$ cat src/core_settings.svh
`ifndef CORE_SETTINGS_SVH
`define CORE_SETTINGS_SVH

// ****************************************
// Core sizing
// ****************************************

// Data and instruction width.
`define XLEN 32

// Architectural register count, x0 included.
`define REG_COUNT 32
`define REG_ADDR_W 5

// ****************************************
// Canonical encodings
// ****************************************

`define NOP_INSTR 32'h0000_0013 // addi x0, x0, 0.

`endif

$ cat src/isa_pkg.sv
`include "core_settings.svh"

package isa_pkg;

    typedef logic [`XLEN-1:0]       word_t;
    typedef logic [`REG_ADDR_W-1:0] regaddr_t;

    // ****************************************
    // Instruction fields
    // ****************************************

    typedef enum logic [6:0] {
        OP_LOAD     = 7'b000_0011,
        OP_MISC_MEM = 7'b000_1111,
        OP_IMM      = 7'b001_0011,
        OP_AUIPC    = 7'b001_0111,
        OP_STORE    = 7'b010_0011,
        OP          = 7'b011_0011,
        OP_LUI      = 7'b011_0111,
        OP_BRANCH   = 7'b110_0011,
        OP_JALR     = 7'b110_0111,
        OP_JAL      = 7'b110_1111,
        OP_SYSTEM   = 7'b111_0011
    } opcode_t;

    typedef logic [2:0] funct3_t;
    typedef logic [6:0] funct7_t;

    // Branch conditions.
    localparam funct3_t F3_BEQ  = 3'b000;
    localparam funct3_t F3_BNE  = 3'b001;
    localparam funct3_t F3_BLT  = 3'b100;
    localparam funct3_t F3_BGE  = 3'b101;
    localparam funct3_t F3_BLTU = 3'b110;
    localparam funct3_t F3_BGEU = 3'b111;

    // Shifts keep funct7 bit 5 in immediate form.
    localparam funct3_t F3_SLL     = 3'b001;
    localparam funct3_t F3_SRL_SRA = 3'b101;

    // System space.
    localparam funct3_t F3_PRIV   = 3'b000; // ecall, ebreak, mret, wfi.
    localparam funct3_t F3_CSRRW  = 3'b001;
    localparam funct3_t F3_CSRRS  = 3'b010;
    localparam funct3_t F3_CSRRC  = 3'b011;
    localparam funct3_t F3_CSRRWI = 3'b101;
    localparam funct3_t F3_CSRRSI = 3'b110;
    localparam funct3_t F3_CSRRCI = 3'b111;

    // ****************************************
    // Control selectors
    // ****************************************

    // Encoded as {funct7[5], funct3}.
    typedef enum logic [3:0] {
        ALU_ADD   = 4'b0000,
        ALU_SLL   = 4'b0001,
        ALU_SLT   = 4'b0010,
        ALU_SLTU  = 4'b0011,
        ALU_XOR   = 4'b0100,
        ALU_SRL   = 4'b0101,
        ALU_OR    = 4'b0110,
        ALU_AND   = 4'b0111,
        ALU_SUB   = 4'b1000,
        ALU_COPY1 = 4'b1010, // Pass operand 1, used by LUI.
        ALU_SRA   = 4'b1101,
        ALU_X     = 4'b1111
    } alu_mode_t;

    typedef enum logic [1:0] {ALU_OP1_X, ALU_OP1_RS1, ALU_OP1_IMMU} alu_op1_t;
    typedef enum logic [2:0] {
        ALU_OP2_X, ALU_OP2_RS2, ALU_OP2_IMMI, ALU_OP2_IMMS, ALU_OP2_PC
    } alu_op2_t;

    typedef enum logic [1:0] {PC_NEXT, PC_JUMP_REL, PC_JUMP_ABS, PC_BRANCH} pc_mode_t;
    typedef enum logic [1:0] {MA_X, MA_LOAD, MA_STORE} ma_mode_t;

    // Same bits as the load/store funct3.
    typedef enum logic [2:0] {
        MA_SIZE_B  = 3'b000,
        MA_SIZE_H  = 3'b001,
        MA_SIZE_W  = 3'b010,
        MA_SIZE_BU = 3'b100,
        MA_SIZE_HU = 3'b101,
        MA_SIZE_X  = 3'b111
    } ma_size_t;

    typedef enum logic [1:0] {WB_SRC_X, WB_SRC_ALU, WB_SRC_PC4, WB_SRC_MEM} wb_src_t;

    typedef struct packed {
        logic      halt;
        pc_mode_t  pc_mode;
        alu_op1_t  alu_op1;
        alu_op2_t  alu_op2;
        alu_mode_t alu_mode;
        ma_mode_t  ma_mode;
        ma_size_t  ma_size;
        wb_src_t   wb_src;
        logic      wb_valid;
        logic      ra_used;
        logic      rb_used;
        logic      csr_used;
        logic      priv;
    } control_word_t;

    // Decoded form of NOP_INSTR.
    localparam control_word_t CW_NOP = '{
        halt: 1'b0, pc_mode: PC_NEXT, alu_op1: ALU_OP1_RS1, alu_op2: ALU_OP2_IMMI,
        alu_mode: ALU_ADD, ma_mode: MA_X, ma_size: MA_SIZE_X, wb_src: WB_SRC_ALU,
        wb_valid: 1'b0, ra_used: 1'b0, rb_used: 1'b0, csr_used: 1'b0, priv: 1'b0
    };

endpackage

$ cat src/stage_pkg.sv
`include "core_settings.svh"

package stage_pkg;

    import isa_pkg::*;

    // ****************************************
    // Fetch to decode
    // ****************************************

    typedef struct packed {
        word_t pc;
        word_t instr;
    } fetch_pkt_t;

    localparam fetch_pkt_t FETCH_NOP = '{pc: '0, instr: `NOP_INSTR};

    // ****************************************
    // Decode to execute
    // ****************************************

    typedef struct packed {
        word_t         pc;
        control_word_t cw;
        word_t         rs1_data;
        word_t         rs2_data;
        word_t         imm;       // Already sign extended.
        regaddr_t      rd;
    } decode_pkt_t;

    // NOP after decode, all operands zero.
    localparam decode_pkt_t DECODE_NOP = '{
        pc: '0, cw: CW_NOP, rs1_data: '0, rs2_data: '0, imm: '0, rd: '0
    };

endpackage

$ cat src/decode_stage.sv
`timescale 1ns/10ps

module decode_stage (
    input  logic                  clk,
    input  logic                  rst_n,
    input  logic                  in_valid,
    input  isa_pkg::word_t        in_pc,
    input  isa_pkg::word_t        in_instr,
    input  logic                  stall,
    input  logic                  flush,
    input  logic                  wb_en,
    input  isa_pkg::regaddr_t     wb_addr,
    input  isa_pkg::word_t        wb_data,
    output logic                  out_valid,
    output stage_pkg::decode_pkt_t out_pkt
);

    import isa_pkg::*;
    import stage_pkg::*;

    fetch_pkt_t    fetch_in;
    fetch_pkt_t    fetch_q;
    logic          fetch_valid;
    control_word_t cw;
    word_t         imm;
    word_t         rs1_data;
    word_t         rs2_data;
    decode_pkt_t   decode_in;

    assign fetch_in = '{pc: in_pc, instr: in_instr};

    // ****************************************
    // Fetch side register
    // ****************************************

    pipe_reg #(
        .payload_t  (fetch_pkt_t),
        .FLUSH_VALUE(FETCH_NOP)
    ) fetch_reg (
        .clk      (clk),
        .rst_n    (rst_n),
        .stall    (stall),
        .flush    (flush),
        .in_valid (in_valid),
        .in_data  (fetch_in),
        .out_valid(fetch_valid),
        .out_data (fetch_q)
    );

    // ****************************************
    // Decode, immediate and operand read
    // ****************************************

    decoder u_decoder (.instr(fetch_q.instr), .cw(cw));

    imm_gen u_imm_gen (.instr(fetch_q.instr), .imm(imm));

    reg_file u_reg_file (
        .clk     (clk),
        .rst_n   (rst_n),
        .rs1_addr(fetch_q.instr[19:15]),
        .rs2_addr(fetch_q.instr[24:20]),
        .rs1_data(rs1_data),
        .rs2_data(rs2_data),
        .wb_en   (wb_en),
        .wb_addr (wb_addr),
        .wb_data (wb_data)
    );

    always_comb begin
        decode_in.pc       = fetch_q.pc;
        decode_in.cw       = cw;
        decode_in.rs1_data = rs1_data;
        decode_in.rs2_data = rs2_data;
        decode_in.imm      = imm;
        decode_in.rd       = fetch_q.instr[11:7];
    end

    // Valid tag follows the fetch register.
    pipe_reg #(
        .payload_t  (decode_pkt_t),
        .FLUSH_VALUE(DECODE_NOP)
    ) decode_reg (
        .clk      (clk),
        .rst_n    (rst_n),
        .stall    (stall),
        .flush    (flush),
        .in_valid (fetch_valid),
        .in_data  (decode_in),
        .out_valid(out_valid),
        .out_data (out_pkt)
    );

endmodule

$ cat src/decoder.sv
`timescale 1ns/10ps

module decoder (
    input  isa_pkg::word_t         instr,
    output isa_pkg::control_word_t cw
);

    import isa_pkg::*;

    // Everything unused, nothing written back.
    localparam control_word_t CW_BASE = '{
        halt: 1'b0, pc_mode: PC_NEXT, alu_op1: ALU_OP1_X, alu_op2: ALU_OP2_X,
        alu_mode: ALU_X, ma_mode: MA_X, ma_size: MA_SIZE_X, wb_src: WB_SRC_X,
        wb_valid: 1'b0, ra_used: 1'b0, rb_used: 1'b0, csr_used: 1'b0, priv: 1'b0
    };

    opcode_t       opcode;
    regaddr_t      rd;
    regaddr_t      rs1;
    regaddr_t      rs2;
    funct3_t       f3;
    funct7_t       f7;
    alu_mode_t     alu_mode;
    control_word_t cw_r;

    // ****************************************
    // Field unpacking
    // ****************************************

    always_comb begin
        opcode   = opcode_t'(instr[6:0]);
        rd       = instr[11:7];
        f3       = instr[14:12];
        rs1      = instr[19:15];
        rs2      = instr[24:20];
        f7       = instr[31:25];
        alu_mode = alu_mode_t'({f7[5], f3});
    end

    // ****************************************
    // Control table
    // ****************************************

    always_comb begin
        cw_r = CW_BASE;
        case (opcode)
            OP_IMM, OP: begin
                cw_r.alu_op1  = ALU_OP1_RS1;
                cw_r.alu_op2  = (opcode == OP) ? ALU_OP2_RS2 : ALU_OP2_IMMI;
                cw_r.alu_mode = alu_mode;
                cw_r.wb_src   = WB_SRC_ALU;
                cw_r.ra_used  = 1'b1;
                cw_r.rb_used  = (opcode == OP);
            end
            OP_LUI, OP_AUIPC: begin
                cw_r.alu_op1  = ALU_OP1_IMMU;
                cw_r.alu_op2  = (opcode == OP_AUIPC) ? ALU_OP2_PC : ALU_OP2_X;
                cw_r.alu_mode = (opcode == OP_AUIPC) ? ALU_ADD : ALU_COPY1;
                cw_r.wb_src   = WB_SRC_ALU;
            end
            OP_JAL: begin
                cw_r.pc_mode = PC_JUMP_REL;
                cw_r.wb_src  = WB_SRC_PC4;
            end
            OP_JALR: begin
                cw_r.pc_mode = PC_JUMP_ABS;
                cw_r.wb_src  = WB_SRC_PC4;
                cw_r.ra_used = 1'b1; // Base address.
            end
            OP_BRANCH: begin
                case (f3)
                    F3_BEQ, F3_BNE, F3_BLT, F3_BGE, F3_BLTU, F3_BGEU: begin
                        cw_r.pc_mode = PC_BRANCH;
                        cw_r.ra_used = 1'b1;
                        cw_r.rb_used = 1'b1;
                    end
                    default: cw_r.halt = 1'b1;
                endcase
            end
            OP_LOAD, OP_STORE: begin
                // Address is always rs1 plus offset.
                cw_r.alu_op1  = ALU_OP1_RS1;
                cw_r.alu_op2  = (opcode == OP_LOAD) ? ALU_OP2_IMMI : ALU_OP2_IMMS;
                cw_r.alu_mode = ALU_ADD;
                cw_r.ma_mode  = (opcode == OP_LOAD) ? MA_LOAD : MA_STORE;
                cw_r.ma_size  = ma_size_t'(f3);
                cw_r.wb_src   = (opcode == OP_LOAD) ? WB_SRC_MEM : WB_SRC_X;
                cw_r.ra_used  = 1'b1;
                cw_r.rb_used  = (opcode == OP_STORE);
            end
            OP_MISC_MEM: cw_r = CW_BASE; // Fences act as no-ops here.
            OP_SYSTEM: begin
                case (f3)
                    F3_PRIV: cw_r.priv = 1'b1;
                    F3_CSRRW, F3_CSRRS, F3_CSRRC: begin
                        cw_r.csr_used = 1'b1;
                        cw_r.ra_used  = 1'b1;
                    end
                    F3_CSRRWI, F3_CSRRSI, F3_CSRRCI: cw_r.csr_used = 1'b1;
                    default: cw_r.halt = 1'b1;
                endcase
            end
            default: cw_r.halt = 1'b1; // Unknown opcode.
        endcase

        // Only shifts carry funct7 bit 5 in the immediate form.
        if (opcode == OP_IMM && f3 != F3_SLL && f3 != F3_SRL_SRA) begin
            cw_r.alu_mode = alu_mode_t'({1'b0, f3});
        end

        // x0 never creates a dependency.
        cw_r.ra_used  = cw_r.ra_used && (rs1 != '0);
        cw_r.rb_used  = cw_r.rb_used && (rs2 != '0);
        cw_r.wb_valid = (cw_r.wb_src != WB_SRC_X) && (rd != '0);
    end

    assign cw = cw_r;

endmodule

$ cat src/imm_gen.sv
`timescale 1ns/10ps

module imm_gen (
    input  isa_pkg::word_t instr,
    output isa_pkg::word_t imm
);

    import isa_pkg::*;

    opcode_t opcode;
    logic    sign;

    assign opcode = opcode_t'(instr[6:0]);
    assign sign   = instr[31]; // Every format takes its sign here.

    // ****************************************
    // Format select
    // ****************************************

    always_comb begin
        case (opcode)
            // I format.
            OP_IMM, OP_JALR, OP_LOAD, OP_SYSTEM: begin
                imm = {{20{sign}}, instr[31:20]};
            end
            OP_STORE: begin
                imm = {{20{sign}}, instr[31:25], instr[11:7]};
            end
            // B format, bit 0 implied.
            OP_BRANCH: begin
                imm = {{19{sign}}, sign, instr[7], instr[30:25], instr[11:8], 1'b0};
            end
            OP_LUI, OP_AUIPC: begin
                imm = {instr[31:12], 12'b0}; // Upper 20 bits.
            end
            // J format, bit 0 implied.
            OP_JAL: begin
                imm = {{11{sign}}, sign, instr[19:12], instr[20], instr[30:21], 1'b0};
            end
            default: imm = '0;
        endcase
    end

endmodule

$ cat src/pipe_reg.sv
`timescale 1ns/10ps

module pipe_reg #(
    parameter type      payload_t   = logic [31:0],
    parameter payload_t FLUSH_VALUE = '0
) (
    input  logic     clk,
    input  logic     rst_n,
    input  logic     stall,
    input  logic     flush,
    input  logic     in_valid,
    input  payload_t in_data,
    output logic     out_valid,
    output payload_t out_data
);

    // Flush wins over stall.
    always_ff @(posedge clk) begin
        if (!rst_n || flush) begin
            out_valid <= 1'b0;
            out_data  <= FLUSH_VALUE;
        end else if (!stall) begin
            out_valid <= in_valid;
            out_data  <= in_data;
        end
        // Stalled, hold everything.
    end

endmodule

$ cat src/reg_file.sv
`timescale 1ns/10ps
`include "core_settings.svh"

module reg_file (
    input  logic              clk,
    input  logic              rst_n,
    input  isa_pkg::regaddr_t rs1_addr,
    input  isa_pkg::regaddr_t rs2_addr,
    output isa_pkg::word_t    rs1_data,
    output isa_pkg::word_t    rs2_data,
    input  logic              wb_en,
    input  isa_pkg::regaddr_t wb_addr,
    input  isa_pkg::word_t    wb_data
);

    import isa_pkg::*;

    word_t regs [1:`REG_COUNT-1]; // x0 has no storage.

    // Read with write-through from the writeback port.
    function automatic word_t read_port(regaddr_t addr);
        word_t data;
        if (addr == '0) begin
            data = '0;
        end else if (wb_en && wb_addr == addr) begin
            data = wb_data;
        end else begin
            data = regs[addr];
        end
        return data;
    endfunction

    always_comb begin
        rs1_data = read_port(rs1_addr);
        rs2_data = read_port(rs2_addr);
    end

    // ****************************************
    // Write port
    // ****************************************

    always_ff @(posedge clk) begin
        if (!rst_n) begin
            for (int i = 1; i < `REG_COUNT; i++) begin
                regs[i] <= '0;
            end
        end else if (wb_en && wb_addr != '0) begin
            regs[wb_addr] <= wb_data; // x0 writes dropped.
        end
    end

endmodule

$ cat config.mk
export PLATFORM = sky130hd
export DESIGN_NAME = decode_stage
export DESIGN_NICKNAME = d
export VERILOG_FILES = /design/src/isa_pkg.sv /design/src/stage_pkg.sv /design/src/decode_stage.sv /design/src/decoder.sv /design/src/imm_gen.sv /design/src/pipe_reg.sv /design/src/reg_file.sv
export VERILOG_INCLUDE_DIRS = /design/src /design/src/src
export SDC_FILE = /design/constraint.sdc
export NUM_CORES = 2
export LEC_CHECK = 0
export ABC_CLOCK_PERIOD_IN_PS = 8800
export BUFFER_PORTS_ARGS = -buffer_cell sky130_fd_sc_hd__buf_2
export CAP_MARGIN = 20
export CELL_PAD_IN_SITES_DETAIL_PLACEMENT = 1
export CELL_PAD_IN_SITES_GLOBAL_PLACEMENT = 2
export CORE_ASPECT_RATIO = 2
export CORE_UTILIZATION = 45
export DETAILED_ROUTE_END_ITERATION = 6
export PLACE_DENSITY_LB_ADDON = 0.1
export SLEW_MARGIN = 5
export SYNTH_ARGS = -nofsm -noshare
export SYNTH_HDL_FRONTEND = slang
export SYNTH_SLANG_ARGS = --single-unit
export TNS_END_PERCENT = 100
$ cat constraint.sdc
create_clock -name clk -period 8.8 [get_ports clk]
set_input_delay 0.44 -clock clk [delete_from_list [all_inputs] [get_ports clk]]
set_output_delay 0.44 -clock clk [all_outputs]
set_load 0.01 [all_outputs]
==> key figures <==
Outcome
  • Status: finished clean

Worst setup path
  • Crit path largest cell delay: around 0.85 ns
  • CP Data Required Time: ~9.4 ns
  • CP startpoint kind: register
  • CP max stage cell: buf_4
  • WP data arrival: 4.54 ns
  • Crit Path Max Fanout: about 40
  • Crit Path Category: register to register
  • CP Cell Sequence: buf_4, buf_4, mux4_2, mux4_2, nor2_1, a211o_1, a221oi_1
  • Crit. End Element: register

Global route
  • Gr usage total: around a third
  • GR Util met3: under 10%
  • Total global routing overflow: 0
  • Vias in the first global route: 43800
  • GR Util met2: between 50% and 60%
  • Initial antenna violation count: 12
  • Busiest layer in global routing: met2
  • Met1 Track Usage GR: between 30% and 40%
  • First-pass GRT wire length: between 300000 and 400000 µm
  • Largest net degree at the start of global routing: between 90 and 100

Logic synthesis
  • Sequential-to-total area share from yosys stat: between 50% and 60%
  • Yosys cell types: 65
  • Syn Area/Cell: 14.4 µm²
  • Asr flop ratio synth: 0%
  • Synth warnings: 0
  • Synth Flop Type: edfxtp_1
  • Synth Register Bits: between 1000 and 1500
  • Mapped cell area: roughly 0.064 mm²
  • Number of synthesized flops with an enable pin: approximately 1000
  • Syn Inst Count: around 4400

Route
  • Detailed Route WL: 229000 µm
  • Average wire per standard cell: approximately 35 µm
  • Drt first pass iters: 5
  • DRC: 0
  • Vias after detailed routing: around 41000
  • Detail Route Antenna Nets: 0
  • Vias per cell: between 6 and 7
  • DR iter-0 viols: around 4000

Timing
  • Endpoints failing setup: 0
  • Worst-Margin Slew: about 1.1 ns
  • Total negative slack: 0 ns
  • Rel. slew slack: 24.8%
  • Setup slack after layout: just under 5 ns
  • RSZ-0062 raised after global routing: no
  • Crit share post-route: a little under half
  • Clock Skew: 0.0184 ns
  • Hold Slack: ~0.062 ns
  • Hold Fails Final Rpt: 0
  • Final Max Tran Viols: 0
  • Max Fclk: about 250 MHz
  • Final Critical Period: 3.97 ns

Clocking
  • Skew-Pair Late Insertion Delay: roughly 0.74 ns
  • CTS tree: built
  • Post-CTS Hold Fix Bufs: between 60 and 70
  • Post_cts resized: 0
  • Clk sinks: 1257
  • CTS max path bufs: 3
  • Clk slew on worst S/H paths: approximately 0.07 ns
  • Post-CTS Setup Bufs: 0
  • Root buffer cell: clkbuf_16
  • Inserted Clock Buffers: ~120
  • H-tree levels: 3

Worst hold path
  • Worst min path class: primary input to register

Die
  • Number of cell rows: between 150 and 200
  • Starting density of the core: 45.5%
  • Die X: approximately 270 µm
  • Core area: 0.140 mm²
  • Die Ht: 533 µm
  • Top Ports: ~270
  • Die Area: approximately 0.14 mm²

Finish
  • Final instance area: slightly above 0.07 mm²
  • Final core utilization: ~51%
  • Layout cell share with drive strength beyond 1: about 27%
  • Final net count: ~4600
  • Most frequent cells in the layout: 1024 x edfxtp_1, 996 x and2_1, 534 x mux4_2
  • Commonest non-fill, non-tap cell in the layout: edfxtp_1
  • Area Growth Syn to Fin: 12.7%
  • Final Non-Filler Cells: ~6500

Pwr
  • Pleak: 24.5 nW
  • PD cells: ~190 mW/mm²
  • Power Total: roughly 14 mW
  • Peak VDD IR: approximately 0.00020 V

Placed design
  • DP Cell Count: between 6000 and 7000
  • Post-Place Setup Slack: between 4 and 5 ns
  • Placed Area: ~0.067 mm²
  • Routability cong.: ~0.84
  • Port buffer count: 264
  • Post-DP HPWL: between 100000 and 150000 µm

Job
  • Max-cap viol count: 0
-- worst max-delay path, delay by kind of cell, from the launching register on --
family	cells	cell delay [ns]
AO/OA/AOI/OAI	2	0.18
AND/OR/NAND/NOR	1	0.12
flip-flops	1	0.79
multiplexers	2	1.07
buffers and inverters	2	1.53
-- layout make-up --
cell class                      count  area [µm²]
Multi-Input combinational cell   2707       26900
Timing Repair Buffer              444        2920
Inverter                           14        56.3
Sequential cell                  1257       35400
Fill cell                       13600       68200
Tap cell                         1862        2330
Clock buffer                      150        3320
Antenna cell                       11        27.5
Clock inverter                     75         707
-- synthesized netlist by cell type (38+ instances only) --
library cell | n | area [µm²]
nor2b_1 | 38 | 238
mux2i_1 | 208 | 2080
and2_1 | 996 | 6230
nor2_1 | 221 | 830
nand2_1 | 92 | 345
a211oi_1 | 63 | 473
edfxtp_1 | 1024 | 30700
buf_2 | 62 | 310
mux4_2 | 534 | 12000
clkbuf_1 | 354 | 1330
dfxtp_1 | 233 | 4660
o21ai_0 | 87 | 435
o22ai_1 | 66 | 413
-- kinds of logic after synthesis --
group,count (synthesis),synth area share [%]
and+or+nand+nor,1409,12.6
DFF,1257,55.7
muxes,769,22.7
AOI/OAI and AO/OA,486,5.58
buffers and inverters,477,3.23
xor gates and xnor gates,11,0.152
other,1,0.00590
-- worst paths after layout --
check / from / to / slack, ns / depth (start not counted)
setup / recovery: register / decode_reg.out_data[69]$_SDFFE_PP0N_ / 4.83 / 7
hold / removal: flush / decode_reg.out_data[16]$_SDFFE_PP0N_ / 0.06 / 4
setup reg to reg: register / decode_reg.out_data[69]$_SDFFE_PP0N_ / 4.83 / 7
hold reg to reg: decode_reg.out_data[7]$_SDFFE_PP0N_ / decode_reg.out_data[7]$_SDFFE_PP0N_ / 0.46 / 2
-- power by group --
| group | total [mW] | switching (mW) | leakage [nW] | internal (mW) |
|---|---|---|---|---|
| clock network | 5.44 | 2.40 | 1.98 | 3.04 |
| registers | 6.91 | 0.195 | 11.6 | 6.71 |
| logic | 1.32 | 0.770 | 10.9 | 0.547 |
-- metal layers --
| metal | part of all wire [%] | vias up |
|---|---|---|
| met5 | 0.026 | - |
| met1 | 36 | 22000 |
| met4 | 5.0 | 10 |
| li1 | - | 17000 |
| met2 | 53 | 1823 |
| met3 | 6.0 | 548 |
-- registers in the layout (all words and copies together), names as in the netlist, named ones only --
register	cells
u_reg_file.regs	1024
decode_reg.out_valid	1
fetch_reg.out_data	64
decode_reg.out_data	157
fetch_reg.out_valid	1
No activity file was read; power rests on OpenSTA's default activity.
